File: src/verilog/cnn_unit_consts.svh
`ifndef CNN_UNIT_CONSTS_SVH
`define CNN_UNIT_CONSTS_SVH

// Kernel geometry.
`define CNN_KERNEL_DIM    5
`define CNN_KERNEL_TAPS   (`CNN_KERNEL_DIM * `CNN_KERNEL_DIM)
`define CNN_IFM_DEPTH     6

// Datapath widths.
`define CNN_PIXEL_W       8
`define CNN_WEIGHT_W      8
`define CNN_SUM_W         32

// Flow control.
`define CNN_IN_FIFO_DEPTH 4
`define CNN_OUT_CREDITS   2

`define CNN_FIFO_PTR_W    ($clog2(`CNN_IN_FIFO_DEPTH))
`define CNN_FIFO_CNT_W    ($clog2(`CNN_IN_FIFO_DEPTH + 1))
`define CNN_OUT_CREDIT_W  ($clog2(`CNN_OUT_CREDITS + 1))
`define CNN_TAP_W         ($clog2(`CNN_KERNEL_TAPS))

`endif

File: src/verilog/cnn_data_pkg.sv
`include "cnn_unit_consts.svh"

package cnn_data_pkg;

	// ~~~~~~~~~~~~~~~~~~~~~~~~~~~~~
	// Scalars
	// ~~~~~~~~~~~~~~~~~~~~~~~~~~~~~

	typedef logic [`CNN_PIXEL_W-1:0] pixel_t; // Unsigned.

	typedef logic signed [`CNN_WEIGHT_W-1:0] weight_t;

	// One extra bit for the unsigned pixel operand.
	typedef logic signed [`CNN_PIXEL_W+`CNN_WEIGHT_W:0] product_t;

	typedef logic signed [`CNN_SUM_W-1:0] sum_t; // Also bias and result.

	// ~~~~~~~~~~~~~~~~~~~~~~~~~~~~~
	// Window arrays
	// ~~~~~~~~~~~~~~~~~~~~~~~~~~~~~

	typedef pixel_t [`CNN_KERNEL_TAPS-1:0] pixel_win_t;

	typedef weight_t [`CNN_KERNEL_TAPS-1:0] kernel_t;

endpackage

File: src/verilog/cnn_flow_pkg.sv
`include "cnn_unit_consts.svh"

package cnn_flow_pkg;

	// Input channel number.
	typedef logic [$clog2(`CNN_IFM_DEPTH)-1:0] chan_t;

	// Flat weight address, channel * taps + tap.
	typedef logic [$clog2(`CNN_KERNEL_TAPS * `CNN_IFM_DEPTH)-1:0] wt_addr_t;

endpackage

File: src/verilog/cnn_stream_if.sv
`timescale 1ns/1ps

// Intake FIFO to MAC pipeline.
interface window_if;
	import cnn_data_pkg::*;
	import cnn_flow_pkg::*;

	logic valid;
	pixel_win_t pixels;
	chan_t chan;
	sum_t bias;
	logic last;
	logic ready;

	modport source (output valid, pixels, chan, bias, last, input ready);
	modport sink (input valid, pixels, chan, bias, last, output ready);
	// Weight store only needs the channel of each transfer.
	modport monitor (input valid, chan, ready);

endinterface


File: src/verilog/weight_store.sv
`timescale 1ns/1ps
`include "cnn_unit_consts.svh"

module weight_store (
	input logic clk,
	input logic wt_we,
	input cnn_flow_pkg::wt_addr_t wt_addr,
	input cnn_data_pkg::weight_t wt_data,
	window_if.monitor win,
	output cnn_data_pkg::kernel_t kernel
);
	import cnn_data_pkg::*;
	import cnn_flow_pkg::*;

	kernel_t rows [`CNN_IFM_DEPTH]; // One kernel per input channel.

	chan_t wr_row;
	logic [`CNN_TAP_W-1:0] wr_tap;
	logic wr_ok;
	logic rd_en;

	// Flat host address to row and tap.
	assign wr_row = chan_t'(wt_addr / `CNN_KERNEL_TAPS);
	assign wr_tap = (`CNN_TAP_W)'(wt_addr % `CNN_KERNEL_TAPS);
	assign wr_ok = wt_we && (wt_addr < wt_addr_t'(`CNN_KERNEL_TAPS * `CNN_IFM_DEPTH));

	assign rd_en = win.valid && win.ready;

	// ~~~~~~~~~~~~~~~~~~~~~~~~~~~~~
	// Host writes
	// ~~~~~~~~~~~~~~~~~~~~~~~~~~~~~

	always_ff @(posedge clk) begin
		if (wr_ok)
			rows[wr_row][wr_tap] <= wt_data;
	end

	// ~~~~~~~~~~~~~~~~~~~~~~~~~~~~~
	// Kernel read
	// ~~~~~~~~~~~~~~~~~~~~~~~~~~~~~

	// Lands in step with the window capture in conv_mac.
	always_ff @(posedge clk) begin
		if (rd_en)
			kernel <= rows[win.chan];
	end

endmodule

File: src/flat_wrapper.sv
// flat-port wrapper written by rule: the top's interface ports become plain ports
module weight_store_flat import cnn_data_pkg::*; import cnn_flow_pkg::*;
  (clk, wt_we, wt_addr, wt_data, kernel, win_valid, win_chan, win_ready);
  window_if win_i ();
  input logic clk;
  input logic wt_we;
  input cnn_flow_pkg::wt_addr_t wt_addr;
  input cnn_data_pkg::weight_t wt_data;
  output cnn_data_pkg::kernel_t kernel;
  input wire logic [$bits(win_i.valid)-1:0] win_valid;
  input wire logic [$bits(win_i.chan)-1:0] win_chan;
  input wire logic [$bits(win_i.ready)-1:0] win_ready;
  assign win_i.valid = win_valid;
  assign win_i.chan = win_chan;
  assign win_i.ready = win_ready;
  weight_store u_core (.clk(clk), .wt_we(wt_we), .wt_addr(wt_addr), .wt_data(wt_data), .win(win_i), .kernel(kernel));
endmodule
File: config.mk
export PLATFORM = sky130hd
export DESIGN_NAME = weight_store_flat
export DESIGN_NICKNAME = d
export VERILOG_FILES = /design/src/verilog/cnn_data_pkg.sv /design/src/verilog/cnn_flow_pkg.sv /design/src/verilog/cnn_stream_if.sv /design/src/verilog/weight_store.sv /design/src/flat_wrapper.sv
export VERILOG_INCLUDE_DIRS = /design/src /design/src/verilog
export SDC_FILE = /design/constraint.sdc
export NUM_CORES = 1
export LEC_CHECK = 0
export BUFFER_PORTS_ARGS = -buffer_cell sky130_fd_sc_hd__buf_2
export CORE_MARGIN = 1.5
export CORE_UTILIZATION = 55
export CTS_CLUSTER_DIAMETER = 100
export CTS_CLUSTER_SIZE = 24
export DETAILED_ROUTE_END_ITERATION = 8
export GPL_ROUTABILITY_DRIVEN = 0
export PLACE_DENSITY = 0.82
export SLEW_MARGIN = 20
export SYNTH_ARGS = -nofsm -noshare
export SYNTH_HDL_FRONTEND = slang
export SYNTH_SLANG_ARGS = --single-unit
File: constraint.sdc
create_clock -name clk -period 7.36 [get_ports clk]
set_clock_uncertainty 0.05 [all_clocks]
set_input_delay 1.104 -clock clk [delete_from_list [all_inputs] [get_ports clk]]
set_output_delay 1.104 -clock clk [all_outputs]
set_load 0.01 [all_outputs]
# Yosys cells after proc, flatten, opt, wreduce, memory -nomap -nowiden
# Memory sizes are Yosys's and may differ from the RTL's. A register that Yosys moved wholly into a read port is not among the register bits.
# Index checks and enable logic that the tools add are counted.
[classes]
n_div = 2
order_cmp = 3
n_mux = 4
reduce_logical = 3
[op_table]
columns = ["op", "count"]
rows = [
  ["200-bit 2-to-1 mux", 1],
  ["8-bit demux with 5-bit select", 1],
  ["8-bit by 5-bit divider with 32-bit output, second input constant", 1],
  ["8-bit by 5-bit modulo with 32-bit output, second input constant", 1],
  ["8-bit < comparator, second input constant", 1],
  ["8-bit 2-to-1 mux", 1],
  ["5-bit by 6-bit < comparator with 1-bit output, second input constant", 1],
  ["5-bit by 1-bit greater-or-equal comparator with 1-bit output, second input constant", 1],
  ["1-bit logical AND", 3],
  ["1-bit 2-to-1 mux", 1],
]
[totals]
reg_bits = 0
mem_bits_rw = 1200
input_bits = 23
out_inout_bits = 200
elab_cells = 13
mem_count = 1
[memory_table]
columns = ["name", "depth", "width", "read_ports", "rd_ports_with_merged_regs", "wr", "line", "text"]
rows = [
  ["u_core.rows", 6, 200, 1, 1, 1, "weight_store.sv:15", "kernel_t rows [`CNN_IFM_DEPTH];"],
]

# Longest topological paths before layout
[depth]
word_depth = 6
ltp_mapped = 26
ltp_nobuf = 23

# Least setup slack after synthesis
# Ideal clock, no wire load.
[synth_timing]
path_kind = "input to register"
from = "input port wt_addr[4]"
to = "memory u_core.rows[5][136] (netlist name), enable pin"
setup_ps = 383
arrival_time_ps = 6915
required_time_ps = 6927
slack_ps = 11
stages = 24
n_path_buf = 3
cell_sequence = "buf_2 inv_1 ha_1 or3_1 and2_1 ha_1 o31a_2 nor3_1 nor3_1 ha_1 a311oi_2 o22ai_1 o211ai_2 nand2_1 xnor2_1 ha_1 o211ai_1 or3_1 o211a_1 o221ai_1 o211ai_2 buf_6 buf_2 nor3_1"
[synth_between]
elab_chain_cells = 6
word_cells_on_any_way = 11
classes_between = "div: 2; order compare: 3; mux: 4; reduce/logical: 2"
[synth_rtl]
columns = ["element", "line", "text"]
rows = [
  ["from (decl)", "flat_wrapper.sv:7", "input cnn_flow_pkg::wt_addr_t wt_addr;"],
  ["8-bit by 5-bit modulo with 32-bit output (no line)", "-", ""],
  ["5-bit by 6-bit < comparator with 1-bit output (implied by the code) / 5-bit by 1-bit greater-or-equal comparator with 1-bit output (equally long branches)", "weight_store.sv:35", "rows[wr_row][wr_tap] <= wt_data;"],
  ["1-bit logical AND (implied by the code)", "weight_store.sv:35", ""],
  ["8-bit 2-to-1 mux (implied by the code)", "weight_store.sv:35", ""],
  ["8-bit demux with 5-bit select", "-", ""],
  ["200-bit 2-to-1 mux (implied by the code)", "weight_store.sv:35", ""],
  ["to (decl)", "weight_store.sv:15", ""],
]
# Parallel ways exist; a longest one is shown, timed or not.

# Final worst setup path
[layout_timing]
from = "input port wt_addr[4]"
to = "memory u_core.rows[3][118] (netlist name), enable pin"
# Same word-level chain as after synthesis.

==> impl_results.md <==
* Layout Cells excl Fill at 4307
* Hold Crit Start: u_core.rows[4][171]$_DFFE_PP_
* Layout cells sized above 1 at 0.236
* Ranking of synthesized cells by area: edfxtp_1 (79%), mux4_2 (8.5%), mux2i_1 (3.8%)
* Total placed cells including tap cells at 4225
* Post-DP HPWL at 72100 µm
* Number of synthesized flops with an enable pin at 1400
* Number of port buffers at 222
* Pin count of the biggest net entering global routing at 157
* Setup repair after global routing missed its margin: false
* Pleak at 0.0190 µW
* Core Util, Final at 0.614
* Remaining Overflow, GRT at 0
* Crit share post-route at 0.962
* Die height at 314 µm
* CP startpoint kind: input pin
* Outcome: complete, no violations
* CP Max Fanout at 14
* Final count of hold timing violations at 0
* Starting Density at 0.558
* Most common cell in the netlist: edfxtp_1
* Mapped cell area at 0.0532 mm²
* Setup crit end kind: flop
* Hold crit path type: flop to flop
* Residual DRC at 0
* #FFs+latches synth at 1400
* # H-tree levels at 3
* Yosys top cell by area: edfxtp_1
* Cell area after layout at 0.0586 mm²
* Average wire per standard cell at 27.5 µm
* Synth cell count leaders: edfxtp_1 (1400), nor2_1 (309), a21oi_1 (225), mux2i_1 (201), mux4_2 (200)
* DR pass1 iterations at 6
* Final Max Tran Viols at 0
* Via density at 6.30
* Worst path required time at 7.60 ns
* Number of nets in the layout at 3059
* CTS buffer count at 68
* Via Count at 27.1k
* Number of global-route vias before repair at 27.2k
* Horiz. Die Dim at 314 µm
* Clk Latency, worst-skew pair at 0.65 ns
* Synth warn at 0
* Gr usage total at 0.240
* Slew headroom at 0.246
* Post-CTS Setup Bufs at 0
* Reg-to-reg startpoint: u_core.rows[3][31]$_DFFE_PP_
* Min Clock Period, post-route at 7.08 ns
* Worst slew pin tran at 1.13 ns
* Register area share after synthesis at 0.790
* Site Rows at 113
* Sum Neg Setup Slack at 0 ns
* Peak VDD IR at 0.000137 V
* Worst-path clk slew at 0.10 ns
* Top FF cell, synth: edfxtp_1
* I/O pin total at 223
* Iter 0 DRT Violations at 3707
* P&R area growth vs syn at 10.0%
* Die ar. at 0.0987 mm²
* Cells after synthesis at 2725
* Share of Yosys cell area claimed by the top area cell type at 0.790
* Fmax at 141 MHz
* Placed Area at 0.0567 mm²
* First-pass GRT wire length at 176000 µm
* Critical Path AT at 7.32 ns
* Root Buffer Master: clkbuf_16
* Tot Pwr at 14000 µW
* Max Cap Viol at 0
* Syn_area_per_cell at 19.5 µm²
* FFs w/ async S/R, synth at 0
* CTS tree: done
* Power Dens Cells at 239 mW/mm²
* Distinct cells, synth at 79
* Clock Sinks at 1400
* Final wirelength at 118000 µm
* Post-Synthesis Net Count at 2754
* Final Setup Violations at 0
* Clock Path Buffers at 3
* WS Path Type: input pin to flop
* Antenna violations before repair at 4
* Crit path launch: wt_addr[4]
* Core Region at 0.0954 mm²
* Antenna viol nets, final at 0
placed cells by master (no fill, tap or decap), types with 11 or more instances in the layout:
cell | netlist | layout
edfxtp_1 | 1400 | 1400
nor2_1 | 309 | 306
a21oi_1 | 225 | 224
buf_2 | 22 | 211
mux2i_1 | 201 | 201
mux4_2 | 200 | 200
buf_4 | 4 | 159
clkbuf_16 | 0 | 71
nor3_1 | 48 | 41
nand2_1 | 35 | 35
nand3_1 | 16 | 13
nor3_2 | 4 | 11
where the power goes:
group | switching (µW) | total [µW] | leakage [µW] | internal [µW]
Combinational | 747 | 1080 | 0.00546 | 333
Clock | 2290 | 4030 | 0.000905 | 1750
Sequential | 26.0 | 8890 | 0.0126 | 8870
state kept, by name, indices dropped and copies added (netlist names):
name           count
u_core.kernel    200
u_core.rows     1200
metrics by stage:
stage / worst slack (ns) / hold slack (ns)
2_1_floorplan: 0.0113 / 0.537
3_3_place_gp: -0.123 / 0.568
3_5_place_dp: -0.435 / 0.568
4_1_cts: 0.242 / 0.591
5_1_grt: 0.0224 / 0.601
6_report: 0.277 / 0.582
metal layers:
| metal | GRT usage | vias to the layer above | share of wire |
|---|---|---|---|
| li1 | - | 11400 | - |
| met1 | 0.325 | 13800 | 0.37 |
| met2 | 0.401 | 1658 | 0.50 |
| met3 | 0.0381 | 238 | 0.089 |
| met4 | 0.0847 | 2 | 0.035 |
| met5 | 0 | - | 0.000068 |
layout make-up:
cell class              count  area [µm²]
inverters                   6        22.5
flip-flops and latches   1400       42000
multi-input cells        1176       10700
diodes                      5        12.5
repair buffers            378        2390
well taps                1265        1580
clock inverters             6        73.8
fillers                  6265       36800
clock buffers              71        1780
logic make-up after synthesis:
group | after synthesis | synth area share
buf+inv | 149 | 0.0116
compound gates | 296 | 0.0342
fa+ha+maj | 7 | 0.00160
xor+xnor | 7 | 0.00193
flops | 1400 | 0.790
simple gates | 465 | 0.0387
mux | 401 | 0.122
critical path: stages:
cell and delay (ns):
buf_2 0.20, inv_1 0.08, ha_1 0.28, or3_1 0.36, and2_1 0.17, ha_1 0.34
o31ai_4 0.56, nor2_1 0.12, nor3_1 0.25, ha_1 0.25, a311oi_2 0.10, o22ai_1 0.34
o211ai_2 0.13, nand2_1 0.13, xnor2_1 0.17, ha_1 0.23, o211ai_1 0.11, or3_1 0.38
o211ai_2 0.23, a22oi_1 0.18, o21ai_2 0.17, buf_4 0.21, nand3b_1 0.49, nor2_1 0.70
final timing paths:
kind	end	slack, ns	cells after the start
worst max-delay path	u_core.rows[3][118]$_DFFE_PP_	0.28	24
worst min-delay path	u_core.kernel[171]$_DFFE_PP_	0.58	2
worst max register to register	u_core.kernel[31]$_DFFE_PP_	5.75	3
worst min register to register	u_core.kernel[171]$_DFFE_PP_	0.58	2
repair_timing:
| action | in CTS | in global routing |
|---|---|---|
| hold buffers | 0 | 0 |
| hold endpoints to repair | 0 | 0 |
| gates resized for setup | 0 | 9 |
| setup endpoints to repair | 0 | 101 |
No activity file was read; power rests on OpenSTA's default activity.
