<file path="config.mk">
export PLATFORM = sky130hd
export DESIGN_NAME = accum_relu_flat
export DESIGN_NICKNAME = d
export VERILOG_FILES = /design/src/verilog/cnn_data_pkg.sv /design/src/verilog/cnn_stream_if.sv /design/src/verilog/accum_relu.sv /design/src/flat_wrapper.sv
export VERILOG_INCLUDE_DIRS = /design/src /design/src/verilog
export SDC_FILE = /design/constraint.sdc
export NUM_CORES = 1
export LEC_CHECK = 0
export BUFFER_PORTS_ARGS = -buffer_cell sky130_fd_sc_hd__buf_2
export CAP_MARGIN = 30
export CORE_MARGIN = 5
export CORE_UTILIZATION = 45
export DETAILED_ROUTE_END_ITERATION = 8
export GPL_TIMING_DRIVEN = 1
export PLACE_DENSITY = 0.72
export SYNTH_ARGS = -nofsm -noshare
export SYNTH_HDL_FRONTEND = slang
export SYNTH_SLANG_ARGS = --single-unit
</file>
<file path="constraint.sdc">
create_clock -name clk -period 3.6 [get_ports clk]
set_input_delay 0.36 -clock clk [delete_from_list [all_inputs] [get_ports clk]]
set_output_delay 0.36 -clock clk [all_outputs]
set_load 0.005 [all_outputs]
</file>
<file path="src/verilog/cnn_unit_consts.svh">
`ifndef CNN_UNIT_CONSTS_SVH
`define CNN_UNIT_CONSTS_SVH

// Kernel geometry.
`define CNN_KERNEL_DIM    5
`define CNN_KERNEL_TAPS   (`CNN_KERNEL_DIM * `CNN_KERNEL_DIM)
`define CNN_IFM_DEPTH     6

// Datapath widths.
`define CNN_PIXEL_W       8
`define CNN_WEIGHT_W      8
`define CNN_SUM_W         32

// Flow control.
`define CNN_IN_FIFO_DEPTH 4
`define CNN_OUT_CREDITS   2

`define CNN_FIFO_PTR_W    ($clog2(`CNN_IN_FIFO_DEPTH))
`define CNN_FIFO_CNT_W    ($clog2(`CNN_IN_FIFO_DEPTH + 1))
`define CNN_OUT_CREDIT_W  ($clog2(`CNN_OUT_CREDITS + 1))
`define CNN_TAP_W         ($clog2(`CNN_KERNEL_TAPS))

`endif

</file>
<file path="src/verilog/cnn_data_pkg.sv">
`include "cnn_unit_consts.svh"

package cnn_data_pkg;

	// ~~~~~~~~~~~~~~~~~~~~~~~~~~~~~
	// Scalars
	// ~~~~~~~~~~~~~~~~~~~~~~~~~~~~~

	typedef logic [`CNN_PIXEL_W-1:0] pixel_t; // Unsigned.

	typedef logic signed [`CNN_WEIGHT_W-1:0] weight_t;

	// One extra bit for the unsigned pixel operand.
	typedef logic signed [`CNN_PIXEL_W+`CNN_WEIGHT_W:0] product_t;

	typedef logic signed [`CNN_SUM_W-1:0] sum_t; // Also bias and result.

	// ~~~~~~~~~~~~~~~~~~~~~~~~~~~~~
	// Window arrays
	// ~~~~~~~~~~~~~~~~~~~~~~~~~~~~~

	typedef pixel_t [`CNN_KERNEL_TAPS-1:0] pixel_win_t;

	typedef weight_t [`CNN_KERNEL_TAPS-1:0] kernel_t;

endpackage

</file>
<file path="src/verilog/cnn_stream_if.sv">


// MAC pipeline to accumulator.
interface mac_if;
	import cnn_data_pkg::*;

	logic valid;
	sum_t dot;
	sum_t bias;
	logic first;
	logic last;
	logic ready;

	modport source (output valid, dot, bias, first, last, input ready);
	modport sink (input valid, dot, bias, first, last, output ready);

endinterface

</file>
<file path="src/verilog/accum_relu.sv">
`timescale 1ns/1ps
`include "cnn_unit_consts.svh"

module accum_relu (
	input logic clk,
	input logic rst_n,
	input logic relu_en,
	input logic out_credit,
	mac_if.sink mac,
	output logic out_valid,
	output cnn_data_pkg::sum_t out_data
);
	import cnn_data_pkg::*;

	sum_t acc;
	sum_t acc_next;
	sum_t res_data;
	logic res_full;
	logic send;
	logic take;
	logic [`CNN_OUT_CREDIT_W-1:0] credits;

	assign send = res_full && (credits != '0);
	// Stall only with a stuck result.
	assign mac.ready = !res_full || send;
	assign take = mac.valid && mac.ready;

	assign acc_next = mac.first ? mac.dot + mac.bias : acc + mac.dot;

	// ~~~~~~~~~~~~~~~~~~~~~~~~~~~~~
	// Result and credits
	// ~~~~~~~~~~~~~~~~~~~~~~~~~~~~~

	always_ff @(posedge clk) begin
		if (!rst_n) begin
			res_full <= 1'b0;
			credits <= (`CNN_OUT_CREDIT_W)'(`CNN_OUT_CREDITS);
		end else begin
			if (take && mac.last)
				res_full <= 1'b1; // Refill wins over send.
			else if (send)
				res_full <= 1'b0;
			case ({send, out_credit})
				2'b10: credits <= credits - (`CNN_OUT_CREDIT_W)'(1);
				2'b01: credits <= credits + (`CNN_OUT_CREDIT_W)'(1);
				default: ;
			endcase
		end
	end

	// Running sum over channels.
	always_ff @(posedge clk) begin
		if (take) begin
			acc <= acc_next;
			if (mac.last) begin
				if (relu_en && acc_next[`CNN_SUM_W-1])
					res_data <= '0;
				else
					res_data <= acc_next;
			end
		end
	end

	assign out_valid = send;
	assign out_data = res_data;

endmodule

</file>
<file path="src/flat_wrapper.sv">
// flat-port wrapper written by rule: the top's interface ports become plain ports
module accum_relu_flat import cnn_data_pkg::*;
  (clk, rst_n, relu_en, out_credit, out_valid, out_data, mac_valid, mac_dot, mac_bias, mac_first, mac_last, mac_ready);
  mac_if mac_i ();
  input logic clk;
  input logic rst_n;
  input logic relu_en;
  input logic out_credit;
  output logic out_valid;
  output cnn_data_pkg::sum_t out_data;
  input wire logic [$bits(mac_i.valid)-1:0] mac_valid;
  input wire logic [$bits(mac_i.dot)-1:0] mac_dot;
  input wire logic [$bits(mac_i.bias)-1:0] mac_bias;
  input wire logic [$bits(mac_i.first)-1:0] mac_first;
  input wire logic [$bits(mac_i.last)-1:0] mac_last;
  output wire logic [$bits(mac_i.ready)-1:0] mac_ready;
  assign mac_i.valid = mac_valid;
  assign mac_i.dot = mac_dot;
  assign mac_i.bias = mac_bias;
  assign mac_i.first = mac_first;
  assign mac_i.last = mac_last;
  assign mac_ready = mac_i.ready;
  accum_relu u_core (.clk(clk), .rst_n(rst_n), .relu_en(relu_en), .out_credit(out_credit), .mac(mac_i), .out_valid(out_valid), .out_data(out_data));
endmodule
</file>
After elaboration in Yosys (flattened, before gate mapping). Cells that the tools add are included.

Flip-flop bits (word level): 67. Input bits: 71. Word-level logic and storage cells: 24.

Add/subtract/negate cells: 4. Equal/unequal tests: 2. Multiplexer cells: 4. Reductions and logical operators: 10.

Operators by type and width (count): adder 32 bit (2); 2-to-1 mux 32 bit (1); nonzero test 2 bit (3); logical AND 1 bit (4); one-hot mux 2 bit (2 select lines) (1); adder 2 x 1 -> 2 bit (second input constant) (1); == test 2 x 1 -> 1 bit (second input constant) (1); == test 2 bit (second input constant) (1); 2-to-1 mux 1 bit (2); AND reduction 2 bit (1); subtractor 2 x 1 -> 2 bit (second input constant) (1); logical NOT 1 bit (1); logical OR 1 bit (1).

Longest topological paths before layout. Gate-level depths: netlist of the first run.

Depth in word-level cells: 6. Gate-level depth with buffers: 15. Gate-level depth less buffers: 11.

Least setup slack after synthesis of the first run. OpenSTA, ideal clock, no wires.

Path type: input to register. From: in mac_first. To: reg u_core.res_data[17] (netlist: u_core.out_data[17]), data pin. Setup time: 254 ps. Data arrival time: 3236 ps. Data required time: 3346 ps. Path slack: 110 ps. Stages: 14. Buffers on the path: 4. Cells stage by stage: clkbuf_1 > clkbuf_1 > mux2_2 > ha_1 > o21ai_2 > a2111oi_2 > a22oi_2 > o21ai_2 > a31oi_2 > xnor2_2 > and2_1 > buf_4 > buf_6 > nor2b_1.

Cells in the longest elaborated chain, start to end: 2.

RTL lines: start: declaration (line flat_wrapper.sv:14) `input wire logic [$bits(mac_i.first)-1:0] mac_first;`; 2-to-1 mux 32 bit (line accum_relu.sv:28) `assign acc_next = mac.first ? mac.dot + mac.bias : acc + mac.dot;`; net u_core.acc_next[31] (line accum_relu.sv:16) `sum_t acc_next;`; logical AND 1 bit (line accum_relu.sv:56) `` if (relu_en && acc_next[`CNN_SUM_W-1]) ``; end signal: assignment (line accum_relu.sv:59) `res_data <= acc_next;`; end: declaration (line accum_relu.sv:17) `sum_t res_data;`.

The timed path passes the listed nets, and every way through them passes these cells. A chain may end at the register's enable or synchronous reset.

Worst setup path after layout of the first run.
From: reg u_core.acc[0]. To: reg u_core.res_data[26] (netlist: u_core.out_data[26]), data pin.

RTL lines: start: declaration (line accum_relu.sv:15) `sum_t acc;`; start signal: assignment (line accum_relu.sv:54) `acc <= acc_next;`; adder 32 bit (line accum_relu.sv:28); 2-to-1 mux 32 bit (line accum_relu.sv:28); net u_core.acc_next[26] (line accum_relu.sv:16).

The timed path passes the listed nets, and every way through them passes these cells.

==> qor.yml, run 1 <==
synth_nets: 474
synth_top_area_share_pct: 45.4
relSlewSlack_pct: 68.8
finalClockSkew_ns: 0.0126
rsz0062_at_grt: "no"
cts_buffers: 9
synthTopCellsByCount: "64 x edfxtp_1, 35 x a21oi_1, 32 x ha_1, 31 x mux2_2, 30 x nor2b_1"
drive_above_1_share_pct: 33.9
numPortBuffers: 104
die_area_um2: 11400
leakage_nw: 2.15
ys_seq_area_share_pct: 46.8
hold_viol: 0
cts.sinks: 67
fmax_ghz: 0.307
path_clk_slew_ns: 0.07
wire_per_inst_um: 16.3
setup_violations: 0
synthesis.area_um2: 4230
post_cts_resized: 0
synth-warning-count: 0
diodes: 0
synth_cell_types: 48
arrival_ns: 3.45
synth_area_leaders: "edfxtp_1 45%, ha_1 9.5%, mux2_2 8.2%"
die_h_um: 107
layout.nets: 586
p_per_area_nw_per_um2: 599
postRouteAntennaNets: 0
vdd_drop_max_mv: 0.198
min_period_over_period_pct: 90.5
hpwl_mm: 7.43
ioPinCount: 105
h-tree-depth: 3
critical_path_class: "reg -> reg"
final_max_slew_viol_count: 0
worstMarginPinSlew_ns: 0.468
drtIter0Drc: 144
first_pass_iters: 4
ys.flop_type: "edfxtp_1"
power_mw: 3.07
setup-tns-final_ns: 0
critPathMaxFanout: 4
initial_core_util_pct: 46.0
synth_edf_count: 64
clock_latency_ns: 0.35
post-route-min-period_ns: 3.26
synth-seq-cells: 67
required_ns: 3.79
synth.most_common_cell: "edfxtp_1"
async_flop_share_pct: 0
drc: 0
core_area_um2: 9200
syn_area_per_cell_um2: 11.4
cts_setup_buffers: 0
synth_area_leader_cell: "edfxtp_1"
root_buffer: "clkbuf_8"
syn_inst: 370
grt_pass1_wl_mm: 15.3
endpoint_kind: "register"
drv_cap: 0
startpoint_type: "register"
totalWireLength_mm: 9.73
ctsHoldBuffers: 0
cts_buffer_depth: 2
die_w_um: 107
gp_congestion: 0.869
hold_class: "in -> reg"
area_delta_synth_final_pct: 21.2
grt_pass1_vias: 3208
outcome: "finished, final reports clean"
via_count: 3237
overflow: 0
antenna_found_initial: 0
via_per_inst: 5.41
num_rows: 35
gr-usage-all-layers_pct: 17.2
cts_tree: "yes"
grt_max_degree: 34
path summary, 6_finish.rpt:
kind,from,to,slack [ns],cells after the start
min reg2reg,u_core.res_full$_SDFFE_PN0P_,u_core.res_full$_SDFFE_PN0P_,0.53,2
max reg2reg,u_core.acc[0]$_DFFE_PP_,u_core.out_data[26]$_SDFFCE_PP0P_,0.34,11
max,u_core.acc[0]$_DFFE_PP_,u_core.out_data[26]$_SDFFCE_PP0P_,0.34,11
min,rst_n,u_core.credits[1]$_SDFFE_PN1P_,0.21,2
placed cells by master (no fill, tap or decap), types with 7 or more instances in the layout:
master,instances
nor2_1,9
a21o_1,10
xor2_1,12
edfxtp_1,64
a21oi_1,35
buf_2,104
clkbuf_8,10
nand3_1,7
mux2_2,31
nand2_1,19
o21ai_0,20
inv_1,9
buf_4,7
xnor2_1,18
ha_1,32
nor2b_1,30
worst max-delay path, stage by stage (launching register included):
cell	delay (ns)
edfxtp_1	0.35
mux2_2	0.27
ha_1	0.24
fa_1	0.42
a21o_1	0.21
a221oi_1	0.31
o31a_1	0.30
o21a_1	0.22
o21ai_1	0.16
o21ai_0	0.26
xnor2_1	0.18
a21boi_0	0.19
stage by stage:
stage / cell area (um^2) / hold slack, ns / std cells / setup slack [ns] / utilization [%]
final: 5130 / 0.213 / 598 / 0.341 / 55.8
after global routing: 5130 / 0.201 / 598 / 0.115 / 55.8
after CTS: 5130 / 0.200 / 598 / 0.341 / 55.8
after detailed placement: 4910 / 0.519 / 582 / 0.150 / 53.4
after global placement: 4910 / 0.500 / 582 / 0.147 / 53.4
after floorplan: 4230 / 0.432 / 370 / 0.110 / -
area by class of cell:
type / count / area [um^2]
flip-flops and latches: 67 / 1980
multi-input cells: 283 / 2160
well taps: 111 / 139
clock inverters: 4 / 73.8
repair buffers: 112 / 593
inverters: 9 / 33.8
clock buffers: 12 / 145
fillers: 827 / 4070
state kept, by name, indices dropped and copies added, names as in the netlist:
name	cells
u_core.acc	32
u_core.out_data	32
u_core.credits	2
u_core.res_full	1
logic make-up after synthesis:
kind of cell | count (synthesis) | share of synthesized area [%]
fa+ha+maj | 33 | 9.93
xor+xnor | 31 | 6.59
mux | 32 | 8.48
simple gates | 86 | 10.9
buf+inv | 20 | 2.07
flops | 67 | 46.8
compound gates | 101 | 15.2
where the power goes:
group | total [mW] | internal, mW | switching [mW] | leakage, nW
logic | 1.20 | 0.553 | 0.645 | 1.40
registers | 1.18 | 1.14 | 0.0449 | 0.643
clock network | 0.694 | 0.410 | 0.285 | 0.111
metal layers:
layer | vias to the layer above | global-route usage, % | share of wire [%]
met5 | - | 0 | 0
met3 | 15 | 4.21 | 4.9
met4 | 0 | 6.58 | 1.5
met1 | 1523 | 21.6 | 45
met2 | 90 | 28.5 | 49
li1 | 1609 | - | -
Power figures use the tool's default switching activity.
==> inputs of run 2 (changes only) <==
CORE_ASPECT_RATIO = 0.9   (was unset)
==> run 2 against run 1 <==
  * Cell area grew 0.27%
  * Power decreased by 0.92%
  * Fmax down 1.2%
  * Final cell count rose by 1.8%
  * Sequential share of layout area shrank 0.10 points
  * Combinational power about the same
  * Worst setup slack worse by 0.039 ns
  * Sequential power is essentially flat
  * First-iteration DRC count up 15%
  * Routed wire length is 2.9% higher
  * Global-route usage up 0.50 points
  * Highest routed layer unchanged
==> qor.yml, run 2 (synthesis gave the netlist of run 1 again) <==
outcome: "finished, final reports clean"
cts.sinks: 67
final_common_cell: "buf_2"
numPortBuffers: 104
h-tree-depth: 3
grt_pass1_wl_mm: 16.1
die_area_um2: 11400
initial_core_util_pct: 46.2
swShare_pct: 33.0
final_core_util_pct: 56.1
cts_buffers: 9
gr-usage-all-layers_pct: 17.7
diodes: 0
most-common-layout-cells: "104 x buf_2, 64 x edfxtp_1, 35 x a21oi_1"
leakage_nw: 2.14
worstMarginPinSlew_ns: 0.458
critPathCapture: "u_core.out_data[26]$_SDFFCE_PP0P_"
reg2reg_to: "u_core.out_data[26]$_SDFFCE_PP0P_"
worstReg2RegStart: "u_core.acc[0]$_DFFE_PP_"
vdd_drop_max_mv: 0.235
finalClockSkew_ns: 0.00958
grt_pass1_vias: 3336
required_ns: 3.78
via_per_inst: 5.30
drive_above_1_share_pct: 34.5
die_w_um: 112
cp-startpoint: "u_core.acc[0]$_DFFE_PP_"
switching_power_mw: 1.01
endpoint_kind: "register"
worstHoldStart: "rst_n"
cts_buffer_depth: 2
layout.nets: 586
post-route-min-period_ns: 3.30
postRouteAntennaNets: 0
drc: 0
hpwl_mm: 7.57
drtIter0Drc: 166
comb_power_share_pct: 39.2
hold_viol: 0
root_buffer: "clkbuf_8"
first_pass_iters: 4
totalWireLength_mm: 10.0
reg2reg_slack_ns: 0.30
sequentialPowerShare_pct: 38.9
ioPinCount: 105
reg2reg_depth: 11
gp_congestion: 0.901
power.clock.fraction_pct: 22.0
arrival_ns: 3.48
core_area_um2: 9170
wl_met2_mm: 4.64
power_mw: 3.05
setup-tns-final_ns: 0
path_clk_slew_ns: 0.08
startpoint_type: "register"
critPathMaxFanout: 4
clock_latency_ns: 0.35
hold_class: "in -> reg"
p_int_mw: 2.04
cts_setup_buffers: 0
drv_cap: 0
num_rows: 33
top_layer: "met4"
fmax_ghz: 0.303
setup_violations: 0
wire_per_inst_um: 16.4
cts_tree: "yes"
rsz0062_at_grt: "no"
critical_path_class: "reg -> reg"
via_count: 3227
wl_met1_mm: 4.74
min_period_over_period_pct: 91.6
grt_max_degree: 34
overflow: 0
wl_met3_um: 474
antenna_found_initial: 0
relSlewSlack_pct: 69.4
final_max_slew_viol_count: 0
die_h_um: 102
p_per_area_nw_per_um2: 592
area_delta_synth_final_pct: 21.5
-- run 2: power groups by stage --
stage	Combinational, mW	Clock (mW)	Sequential [mW]
floorplan	0.860	0	1.20
detailed placement	1.18	0	1.20
CTS	1.19	0.679	1.19
finish	1.19	0.669	1.18
global route	1.34	0.722	1.20
global placement	1.16	0	1.20
-- run 2: layout make-up --
type	count	area, um^2
multi-input cells	283	2170
flip-flops and latches	67	1980
repair buffers	112	593
well taps	122	153
clock inverters	5	61.3
inverters	9	33.8
fillers	808	4020
clock buffers	11	151
-- run 2: worst min-delay path by stage --
| stage | to | cells past startpoint |
|---|---|---|
| 4_1_cts | u_core.credits[1]$_SDFFE_PN1P_ | 2 |
| 5_1_grt | u_core.credits[1]$_SDFFE_PN1P_ | 2 |
| 3_3_place_gp | u_core.credits[1]$_SDFFE_PN1P_ | 2 |
| 2_1_floorplan | u_core.credits[1]$_SDFFE_PN1P_ | 1 |
| 6_report | u_core.credits[1]$_SDFFE_PN1P_ | 2 |
| 3_5_place_dp | u_core.credits[1]$_SDFFE_PN1P_ | 2 |
-- run 2: worst max-delay path, cell delays in order, from the launching register on --
cell	delay, ns
edfxtp_1	0.37
mux2_2	0.28
ha_1	0.23
fa_1	0.41
a21o_1	0.22
a221oi_2	0.32
o31a_1	0.29
o21a_1	0.22
o21ai_1	0.13
o21ai_0	0.28
xnor2_1	0.17
a21boi_0	0.22
-- run 2: per-layer routing --
metal | up-vias | global-route usage, %
li1 | 1606 | -
met1 | 1519 | 23.9
met2 | 89 | 28.6
met3 | 13 | 3.43
met4 | 0 | 6.19
met5 | - | 0
-- run 2: per-stage QoR --
stage	hold WS [ns]	area (um^2)	setup slack, ns	cells
final	0.212	5140	0.302	609
after global routing	0.207	5140	0.0996	609
after CTS	0.199	5140	0.197	609
after detailed placement	0.531	4920	0.0341	593
after global placement	0.502	4920	0.0710	593
after floorplan	0.432	4230	0.110	370
-- run 2: timing repair --
| item | CTS | global route |
|---|---|---|
| hold buffers | 0 | 0 |
| resized for setup | 0 | 1 |
| setup endpoints to repair | 0 | 1 |
