## src/verilog/cnn_unit_consts.svh

```systemverilog
`ifndef CNN_UNIT_CONSTS_SVH
`define CNN_UNIT_CONSTS_SVH

// Kernel geometry.
`define CNN_KERNEL_DIM    5
`define CNN_KERNEL_TAPS   (`CNN_KERNEL_DIM * `CNN_KERNEL_DIM)
`define CNN_IFM_DEPTH     6

// Datapath widths.
`define CNN_PIXEL_W       8
`define CNN_WEIGHT_W      8
`define CNN_SUM_W         32

// Flow control.
`define CNN_IN_FIFO_DEPTH 4
`define CNN_OUT_CREDITS   2

`define CNN_FIFO_PTR_W    ($clog2(`CNN_IN_FIFO_DEPTH))
`define CNN_FIFO_CNT_W    ($clog2(`CNN_IN_FIFO_DEPTH + 1))
`define CNN_OUT_CREDIT_W  ($clog2(`CNN_OUT_CREDITS + 1))
`define CNN_TAP_W         ($clog2(`CNN_KERNEL_TAPS))

`endif

```

## src/verilog/cnn_data_pkg.sv

```systemverilog
`include "cnn_unit_consts.svh"

package cnn_data_pkg;

	// ~~~~~~~~~~~~~~~~~~~~~~~~~~~~~
	// Scalars
	// ~~~~~~~~~~~~~~~~~~~~~~~~~~~~~

	typedef logic [`CNN_PIXEL_W-1:0] pixel_t; // Unsigned.

	typedef logic signed [`CNN_WEIGHT_W-1:0] weight_t;

	// One extra bit for the unsigned pixel operand.
	typedef logic signed [`CNN_PIXEL_W+`CNN_WEIGHT_W:0] product_t;

	typedef logic signed [`CNN_SUM_W-1:0] sum_t; // Also bias and result.

	// ~~~~~~~~~~~~~~~~~~~~~~~~~~~~~
	// Window arrays
	// ~~~~~~~~~~~~~~~~~~~~~~~~~~~~~

	typedef pixel_t [`CNN_KERNEL_TAPS-1:0] pixel_win_t;

	typedef weight_t [`CNN_KERNEL_TAPS-1:0] kernel_t;

endpackage

```

## src/verilog/cnn_flow_pkg.sv

```systemverilog
`include "cnn_unit_consts.svh"

package cnn_flow_pkg;

	// Input channel number.
	typedef logic [$clog2(`CNN_IFM_DEPTH)-1:0] chan_t;

	// Flat weight address, channel * taps + tap.
	typedef logic [$clog2(`CNN_KERNEL_TAPS * `CNN_IFM_DEPTH)-1:0] wt_addr_t;

endpackage

```

## src/verilog/cnn_stream_if.sv

```systemverilog
`timescale 1ns/1ps

// Intake FIFO to MAC pipeline.
interface window_if;
	import cnn_data_pkg::*;
	import cnn_flow_pkg::*;

	logic valid;
	pixel_win_t pixels;
	chan_t chan;
	sum_t bias;
	logic last;
	logic ready;

	modport source (output valid, pixels, chan, bias, last, input ready);
	modport sink (input valid, pixels, chan, bias, last, output ready);
	// Weight store only needs the channel of each transfer.
	modport monitor (input valid, chan, ready);

endinterface

// MAC pipeline to accumulator.
interface mac_if;
	import cnn_data_pkg::*;

	logic valid;
	sum_t dot;
	sum_t bias;
	logic first;
	logic last;
	logic ready;

	modport source (output valid, dot, bias, first, last, input ready);
	modport sink (input valid, dot, bias, first, last, output ready);

endinterface

```

## src/verilog/conv_mac.sv

```systemverilog
`timescale 1ns/1ps
`include "cnn_unit_consts.svh"

module conv_mac (
	input logic clk,
	input logic rst_n,
	window_if.sink win,
	input cnn_data_pkg::kernel_t kernel,
	mac_if.source mac
);
	import cnn_data_pkg::*;

	logic advance;

	// Window capture, aligned with the kernel read.
	logic s0_valid;
	logic s0_first;
	logic s0_last;
	pixel_win_t s0_pix;
	sum_t s0_bias;

	// Products.
	logic s1_valid;
	logic s1_first;
	logic s1_last;
	product_t s1_prod [`CNN_KERNEL_TAPS];
	sum_t s1_bias;

	// Partial sums.
	logic s2_valid;
	logic s2_first;
	logic s2_last;
	sum_t s2_part [`CNN_KERNEL_DIM];
	sum_t s2_bias;

	sum_t part_next [`CNN_KERNEL_DIM];
	sum_t dot_next;

	// Whole pipeline holds on back-pressure.
	assign advance = mac.ready;
	assign win.ready = advance;

	// ~~~~~~~~~~~~~~~~~~~~~~~~~~~~~
	// Adder tree
	// ~~~~~~~~~~~~~~~~~~~~~~~~~~~~~

	always_comb begin
		for (int g = 0; g < `CNN_KERNEL_DIM; g++) begin
			part_next[g] = '0;
			for (int k = 0; k < `CNN_KERNEL_DIM; k++)
				part_next[g] = part_next[g] + sum_t'(s1_prod[g * `CNN_KERNEL_DIM + k]);
		end
	end

	always_comb begin
		dot_next = '0;
		for (int g = 0; g < `CNN_KERNEL_DIM; g++)
			dot_next = dot_next + s2_part[g];
	end

	// ~~~~~~~~~~~~~~~~~~~~~~~~~~~~~
	// Stage valids
	// ~~~~~~~~~~~~~~~~~~~~~~~~~~~~~

	always_ff @(posedge clk) begin
		if (!rst_n) begin
			s0_valid <= 1'b0;
			s1_valid <= 1'b0;
			s2_valid <= 1'b0;
			mac.valid <= 1'b0;
		end else if (advance) begin
			s0_valid <= win.valid;
			s1_valid <= s0_valid;
			s2_valid <= s1_valid;
			mac.valid <= s2_valid;
		end
	end

	// Payload, with flags riding alongside.
	always_ff @(posedge clk) begin
		if (advance) begin
			s0_pix <= win.pixels;
			s0_bias <= win.bias;
			s0_first <= (win.chan == '0); // Bias enters on channel 0.
			s0_last <= win.last;

			for (int t = 0; t < `CNN_KERNEL_TAPS; t++)
				s1_prod[t] <= $signed({1'b0, s0_pix[t]}) * $signed(kernel[t]);
			s1_bias <= s0_bias;
			s1_first <= s0_first;
			s1_last <= s0_last;

			for (int g = 0; g < `CNN_KERNEL_DIM; g++)
				s2_part[g] <= part_next[g];
			s2_bias <= s1_bias;
			s2_first <= s1_first;
			s2_last <= s1_last;

			mac.dot <= dot_next;
			mac.bias <= s2_bias;
			mac.first <= s2_first;
			mac.last <= s2_last;
		end
	end

endmodule

```

## src/flat_wrapper.sv

```systemverilog
// flat-port wrapper written by rule: the top's interface ports become plain ports
module conv_mac_flat import cnn_data_pkg::*;
  (clk, rst_n, kernel, win_valid, win_pixels, win_chan, win_bias, win_last, win_ready, mac_valid, mac_dot, mac_bias, mac_first, mac_last, mac_ready);
  window_if win_i ();
  mac_if mac_i ();
  input logic clk;
  input logic rst_n;
  input cnn_data_pkg::kernel_t kernel;
  input wire logic [$bits(win_i.valid)-1:0] win_valid;
  input wire logic [$bits(win_i.pixels)-1:0] win_pixels;
  input wire logic [$bits(win_i.chan)-1:0] win_chan;
  input wire logic [$bits(win_i.bias)-1:0] win_bias;
  input wire logic [$bits(win_i.last)-1:0] win_last;
  output wire logic [$bits(win_i.ready)-1:0] win_ready;
  output wire logic [$bits(mac_i.valid)-1:0] mac_valid;
  output wire logic [$bits(mac_i.dot)-1:0] mac_dot;
  output wire logic [$bits(mac_i.bias)-1:0] mac_bias;
  output wire logic [$bits(mac_i.first)-1:0] mac_first;
  output wire logic [$bits(mac_i.last)-1:0] mac_last;
  input wire logic [$bits(mac_i.ready)-1:0] mac_ready;
  assign win_i.valid = win_valid;
  assign win_i.pixels = win_pixels;
  assign win_i.chan = win_chan;
  assign win_i.bias = win_bias;
  assign win_i.last = win_last;
  assign win_ready = win_i.ready;
  assign mac_valid = mac_i.valid;
  assign mac_dot = mac_i.dot;
  assign mac_bias = mac_i.bias;
  assign mac_first = mac_i.first;
  assign mac_last = mac_i.last;
  assign mac_i.ready = mac_ready;
  conv_mac u_core (.clk(clk), .rst_n(rst_n), .win(win_i), .kernel(kernel), .mac(mac_i));
endmodule
```

## config.mk

```make
export PLATFORM = sky130hd
export DESIGN_NAME = conv_mac_flat
export DESIGN_NICKNAME = d
export VERILOG_FILES = /design/src/verilog/cnn_data_pkg.sv /design/src/verilog/cnn_flow_pkg.sv /design/src/verilog/cnn_stream_if.sv /design/src/verilog/conv_mac.sv /design/src/flat_wrapper.sv
export VERILOG_INCLUDE_DIRS = /design/src /design/src/verilog
export SDC_FILE = /design/constraint.sdc
export NUM_CORES = 2
export LEC_CHECK = 0
export ABC_AREA = 1
export BUFFER_PORTS_ARGS = -buffer_cell sky130_fd_sc_hd__buf_2
export CAP_MARGIN = 40
export CELL_PAD_IN_SITES_DETAIL_PLACEMENT = 1
export CELL_PAD_IN_SITES_GLOBAL_PLACEMENT = 1
export CORE_AREA = 3 3 463 465
export DETAILED_ROUTE_END_ITERATION = 7
export DIE_AREA = 0 0 466 468
export GPL_TIMING_DRIVEN = 0
export PLACE_DENSITY = 0.89
export SYNTH_ARGS = -nofsm -noshare
export SYNTH_HDL_FRONTEND = slang
export SYNTH_SLANG_ARGS = --single-unit
```

## constraint.sdc

```tcl
create_clock -name clk -period 5.5 [get_ports clk]
set_input_delay 0.275 -clock clk [delete_from_list [all_inputs] [get_ports clk]]
set_output_delay 0.275 -clock clk [all_outputs]
set_load 0.02 [all_outputs]
```

# Word level (Yosys, flattened, before mapping)
# Memories as Yosys holds them, arrays and structs flattened.
# Cells that the tools add are included.
totals:
  reg_bits: 372
  input_bits: 440
  mem_bits_ro: 0
  latch_bits: 0
  ramBits: 585
  wordCells: 96
  output_inout_bits: 68
  n_memories: 2
op_classes:
  n_mul: 25
  bitwise: 0
  div_mod_pow: 0
  muxes: 2
  n_eq_ne: 0
  n_reduce_logical: 1
  shifts: 0
  magnitude_cmp: 0
  n_addsub: 24
memory_table:
  columns: ["name", "words", "width", "read_ports", "rd_clocked_by_memory_dff", "write_ports", "line", "rtl"]
  rows:
  - ["u_core.s1_prod", 25, 17, 25, 0, 25, "conv_mac.sv:26", "product_t s1_prod [`CNN_KERNEL_TAPS];"]
  - ["u_core.s2_part", 5, 32, 5, 0, 5, "conv_mac.sv:33", "sum_t s2_part [`CNN_KERNEL_DIM];"]
op_table:
  columns: ["cell", "n"]
  rows:
  - ["$mul 9x8->17", 25]
  - ["$add 32x17->32", 10]
  - ["$add 32x32->32", 4]
  - ["$add 18x17->19", 5]
  - ["$add 17x17->18", 5]
  - ["$logic_not 3->1", 1]
  - ["$mux 1", 2]

# Logic depth before layout (Yosys ltp)
logic_depth:
  depth_word: 4
  depth_mapped: 23
  mapped_depth_nobuf: 23

# Worst setup path before layout
# Ideal clock, no wire load.
synth_timing:
  kind: "register to register"
  startpoint: "register u_core.s0_pix[64] (netlist bit)"
  endpoint: "memory u_core.s1_prod[1][14] (netlist bit), data pin"
  t_arrival_ps: 3738
  path_slack_ps: 1502
  path_stages_with_launch: 18
  path_cell_list: "edfxtp_1 clkbuf_1 or2_2 fa_1 fa_1 inv_1 fa_1 inv_1 fa_1 inv_1 ha_1 a21oi_1 o21ai_2 nand2_1 nand2_1 nand2_1 nand2_1 xor2_1"
synth_lines:
  columns: ["item", "line", "rtl"]
  rows:
  - ["start: declaration", "conv_mac.sv:19", "pixel_win_t s0_pix;"]
  - ["start signal: assignment", "conv_mac.sv:82", "s0_pix <= win.pixels;"]
  - ["end: declaration", "conv_mac.sv:26", null]

==> parameters.txt <==
Parameter                              Value

Critical path
  Required time worst endpoint ... roughly 6000 ps
  Crit Reg-Reg Startpoint ... u_core.s1_prod[0][35]$_DFFE_PP_
  Worst flop-to-flop path endpoint ... u_core.s2_part[0][31]$_DFFE_PP_
  Capturing element of the worst setup path ... u_core.s2_part[0][31]$_DFFE_PP_
  Sort of element at the start of the critical path ... flip-flop
  Internal reg-to-reg setup slack ... approximately 460 ps
  Length in cells of the worst reg-to-reg path ... 19
  Type of element capturing the critical path ... flip-flop
  Arr. time, crit path ... 5540 ps
  Maximum fanout count along the critical path ... 6
  Critical setup path kind ... flip-flop to flip-flop
  Setup crit start ... u_core.s1_prod[0][35]$_DFFE_PP_

Timing
  Setup skew after layout ... ~48 ps
  Fraction of the cycle the final worst path needs ... 0.9171
  Final hold viol count ... 0
  Slew at the pin closest to its max-slew limit ... 815.9 ps
  Final Max Tran Viols ... 0
  Unrepaired setup endpoints after global routing ... false
  Minimum clock period ... roughly 5000 ps
  Maximum clock frequency ... between 150 and 200 MHz
  Final setup vio count ... 0
  Accumulated negative setup slack ... 0 ps
  Remaining max-slew budget at the tightest pin ... 0.4561

Floorplan
  Die Ht ... between 400 and 500 um
  Area of the die ... between 200000 and 250000 sq um
  Core Region ... about 210000 sq um
  Die width ... roughly 470 um
  Number of standard-cell rows in the floorplan ... about 170
  Ports ... about 510
  Effective utilization at floorplan ... 0.5007

Job
  Total of max-cap violations ... 0

Yosys
  Main flop type after synthesis ... sky130_fd_sc_hd__edfxtp_1
  Post-Syn Nets ... approximately 15000
  Most frequent cell after synthesis ... sky130_fd_sc_hd__inv_1
  Top-area cell type share of the netlist area ... 0.2722
  Dominant cells by area after synthesis ... sky130_fd_sc_hd__edfxtp_1, sky130_fd_sc_hd__fa_1, sky130_fd_sc_hd__ha_1, sky130_fd_sc_hd__inv_1, sky130_fd_sc_hd__nand2_1
  Sequential-to-total area share from yosys stat ... 0.2730
  Synth top cells by count ... sky130_fd_sc_hd__inv_1, sky130_fd_sc_hd__nand2_1, sky130_fd_sc_hd__ha_1
  Largest area contributor in the synthesized netlist ... sky130_fd_sc_hd__edfxtp_1
  Mean instance size in the synthesized netlist ... 8.918 sq um
  Number of warning messages in the yosys log ... 0
  Number of cells produced by synthesis ... 11789
  Post-synthesis register bit count ... ~960
  Post-synth EDFFs ... between 900 and 1000
  Count of cell types in the netlist ... between 40 and 50
  Proportion of synthesized flip-flops having asynchronous set or reset ... 0
  Synth Cell Area ... between 100000 and 150000 sq um

Global route
  Number of global-route vias before repair ... 94154
  Total global-route track usage ... 0.3096
  GR Overflow Total ... 0
  Pin count of the biggest net entering global routing ... 140
  Initial antenna violation count ... 20
  Global-route wire length before repair ... roughly 530 mm

Clocking
  Hold Buf Count CTS ... 250
  Clk sinks ... around 960
  Insertion delay to the later sink of the worst-skew pair ... slightly above 800 ps
  TritonCTS clock tree ... yes
  H-tree level count ... 3
  Worst-path clk slew ... 60 ps
  Maximum clock path buffer count ... 3
  TritonCTS Buffers ... between 100 and 150
  Post-CTS Resized ... 0
  Master cell of the clock root buffer ... sky130_fd_sc_hd__clkbuf_16
  Number of buffers inserted to repair setup after CTS ... 0

Detailed routing
  Routed length on met3 ... about 16 mm
  Detailed route wirelength on metal2 ... between 150 and 200 mm
  Average via count per standard cell ... about 5.4
  Post-detailed-route count of antenna-violating nets ... 0
  Total number of vias ... 83019
  Routed length per instance ... about 22 um
  Total length of routed wires ... between 300 and 400 mm
  TritonRoute pass-1 iters ... 6
  Remaining DRCs ... 0
  Highest routing layer actually used ... met5
  Length of routed wiring on met1 ... about 130 mm
  Iteration-0 DRC count of the detailed router ... 5045

Placed design
  Last weighted congestion value of the routability-driven placer ... 0.9051
  Buffers added on ports ... roughly 330
  Post-detailed-placement half-perimeter wirelength ... 252.9 mm

Cells and area
  Fill cells ... roughly 24000
  Count of nets after finishing ... 15430
  Layout overhead on the synthesized area ... 11.31%
  Fraction of layout instances using a drive strength above 1 ... 0.06057

Run status
  Status ... complete, no violations

Worst hold path
  Hold WC Path Type ... input pin to flip-flop
worst min path at each step:
stage                                             to  cells after the start                    startpoint
CTS                 u_core.s1_prod[1][119]$_DFFE_PP_                      3                   kernel[120]
detailed placement     u_core.mac.bias[21]$_DFFE_PP_                      0  u_core.s2_bias[21]$_DFFE_PP_
floorplan                u_core.s0_bias[0]$_DFFE_PP_                      0                   win_bias[0]
global placement        u_core.s2_bias[11]$_DFFE_PP_                      0  u_core.s1_bias[11]$_DFFE_PP_
global route         u_core.s1_prod[1][68]$_DFFE_PP_                      3                    kernel[96]
finish              u_core.s1_prod[1][119]$_DFFE_PP_                      3                   kernel[120]
sequential cells by signal, summed over array words and instances (netlist names):
name	flops
u_core.s1_prod	425
u_core.s0_pix	200
u_core.s2_part	160
u_core.mac.bias	32
u_core.mac.dot	32
u_core.s0_bias	32
u_core.s1_bias	32
u_core.s2_bias	32
u_core.mac.first	1
u_core.mac.last	1
u_core.mac.valid	1
u_core.s0_first	1
u_core.s0_last	1
u_core.s0_valid	1
u_core.s1_first	1
u_core.s1_last	1
u_core.s1_valid	1
u_core.s2_first	1
u_core.s2_last	1
u_core.s2_valid	1
stage by stage:
| stage | worst slack, ps | std cells | hold slack [ps] | area, sq um | util |
|---|---|---|---|---|---|
| 2_1_floorplan | 1502 | 11789 | 373.9 | 105100 | - |
| 3_3_place_gp | -12130 | 14926 | 401.3 | 110300 | 0.5253 |
| 3_5_place_dp | 514.3 | 14934 | 405.6 | 110500 | 0.5264 |
| 4_1_cts | 481.4 | 15402 | 0.4908 | 117000 | 0.5571 |
| 5_1_grt | 239.7 | 15406 | 62.46 | 117000 | 0.5571 |
| 6_report | 455.7 | 15417 | 70.95 | 117000 | 0.5573 |
cell families after synthesis:
| logic type | count (synthesis) | synth area share |
|---|---|---|
| adder cells (fa/ha/maj) | 2494 | 0.3830 |
| flip-flops | 957 | 0.2730 |
| buffers and inverters | 3179 | 0.1135 |
| XOR/XNOR | 430 | 0.03582 |
| AND/OR/NAND/NOR | 3954 | 0.1549 |
| AO/OA/AOI/OAI | 775 | 0.03983 |
cell usage in the layout (no fill, tap or decap), types with 6 or more instances in the layout:
cell type                       instances
sky130_fd_sc_hd__inv_1               2786
sky130_fd_sc_hd__nand2_1             2652
sky130_fd_sc_hd__ha_1                1287
sky130_fd_sc_hd__fa_1                1207
sky130_fd_sc_hd__edfxtp_1             953
sky130_fd_sc_hd__nor2_1               593
sky130_fd_sc_hd__a21oi_1              458
sky130_fd_sc_hd__clkbuf_1             394
sky130_fd_sc_hd__nand3_1              340
sky130_fd_sc_hd__buf_2                331
sky130_fd_sc_hd__xor2_1               257
sky130_fd_sc_hd__dlygate4sd3_1        250
sky130_fd_sc_hd__o21ai_0              206
sky130_fd_sc_hd__xnor2_1              173
sky130_fd_sc_hd__or2_2                135
sky130_fd_sc_hd__clkbuf_16            117
sky130_fd_sc_hd__nand4_1               84
sky130_fd_sc_hd__nor3_1                62
sky130_fd_sc_hd__o21bai_1              26
sky130_fd_sc_hd__nand2_2               19
sky130_fd_sc_hd__clkinvlp_4            19
sky130_fd_sc_hd__clkinv_2              18
sky130_fd_sc_hd__o21ai_2               16
sky130_fd_sc_hd__nand3b_1              16
sky130_fd_sc_hd__diode_2               15
sky130_fd_sc_hd__inv_6                 15
sky130_fd_sc_hd__a21o_1                14
sky130_fd_sc_hd__bufinv_16             14
sky130_fd_sc_hd__o21a_1                13
sky130_fd_sc_hd__clkinv_1              12
sky130_fd_sc_hd__a31oi_1               12
sky130_fd_sc_hd__and2_1                11
sky130_fd_sc_hd__nand4_2               11
sky130_fd_sc_hd__nor2_2                10
sky130_fd_sc_hd__a21boi_0               9
sky130_fd_sc_hd__inv_2                  8
sky130_fd_sc_hd__buf_16                 8
sky130_fd_sc_hd__nor3_2                 7
sky130_fd_sc_hd__clkinv_4               7
sky130_fd_sc_hd__o21ai_1                6
critical path, cell delays in order, from the launching register on:
cell and delay (ps):
sky130_fd_sc_hd__edfxtp_1 490, sky130_fd_sc_hd__fa_1 530, sky130_fd_sc_hd__ha_1 200, sky130_fd_sc_hd__inv_1 80, sky130_fd_sc_hd__fa_1 470, sky130_fd_sc_hd__o21ai_2 240, sky130_fd_sc_hd__nand2_1 70, sky130_fd_sc_hd__nand2_1 130
sky130_fd_sc_hd__nand2_1 70, sky130_fd_sc_hd__nand2_1 80, sky130_fd_sc_hd__xor2_1 390, sky130_fd_sc_hd__fa_1 500, sky130_fd_sc_hd__ha_1 400, sky130_fd_sc_hd__nand2_1 130, sky130_fd_sc_hd__inv_1 70, sky130_fd_sc_hd__nand2_1 90
sky130_fd_sc_hd__nor2b_2 170, sky130_fd_sc_hd__nand4_1 280, sky130_fd_sc_hd__nand4_2 290, sky130_fd_sc_hd__nand2_1 90
layer usage:
layer  up-vias  global-route usage
met5         -                   0
met4         8              0.1401
met3       927             0.04294
met2      2547              0.5573
met1     41975              0.3661
li1      37562                   -
area by class of cell:
cell class,count,area (sq um),share of cell area
antenna,15,37.54,0.0003208
buffer,380,1430,0.01222
clock buffer,133,2998,0.02562
clock inverter,85,948.4,0.008105
inverter,2799,10510,0.08978
multi-input combinational,7653,64500,0.5512
sequential,957,28700,0.2452
tap,2805,3510,0.02999
timing repair buffer,590,4394,0.03755
Power is not shown: default switching activity piles up to over one toggle a cycle in this logic, so the estimate is an artifact.
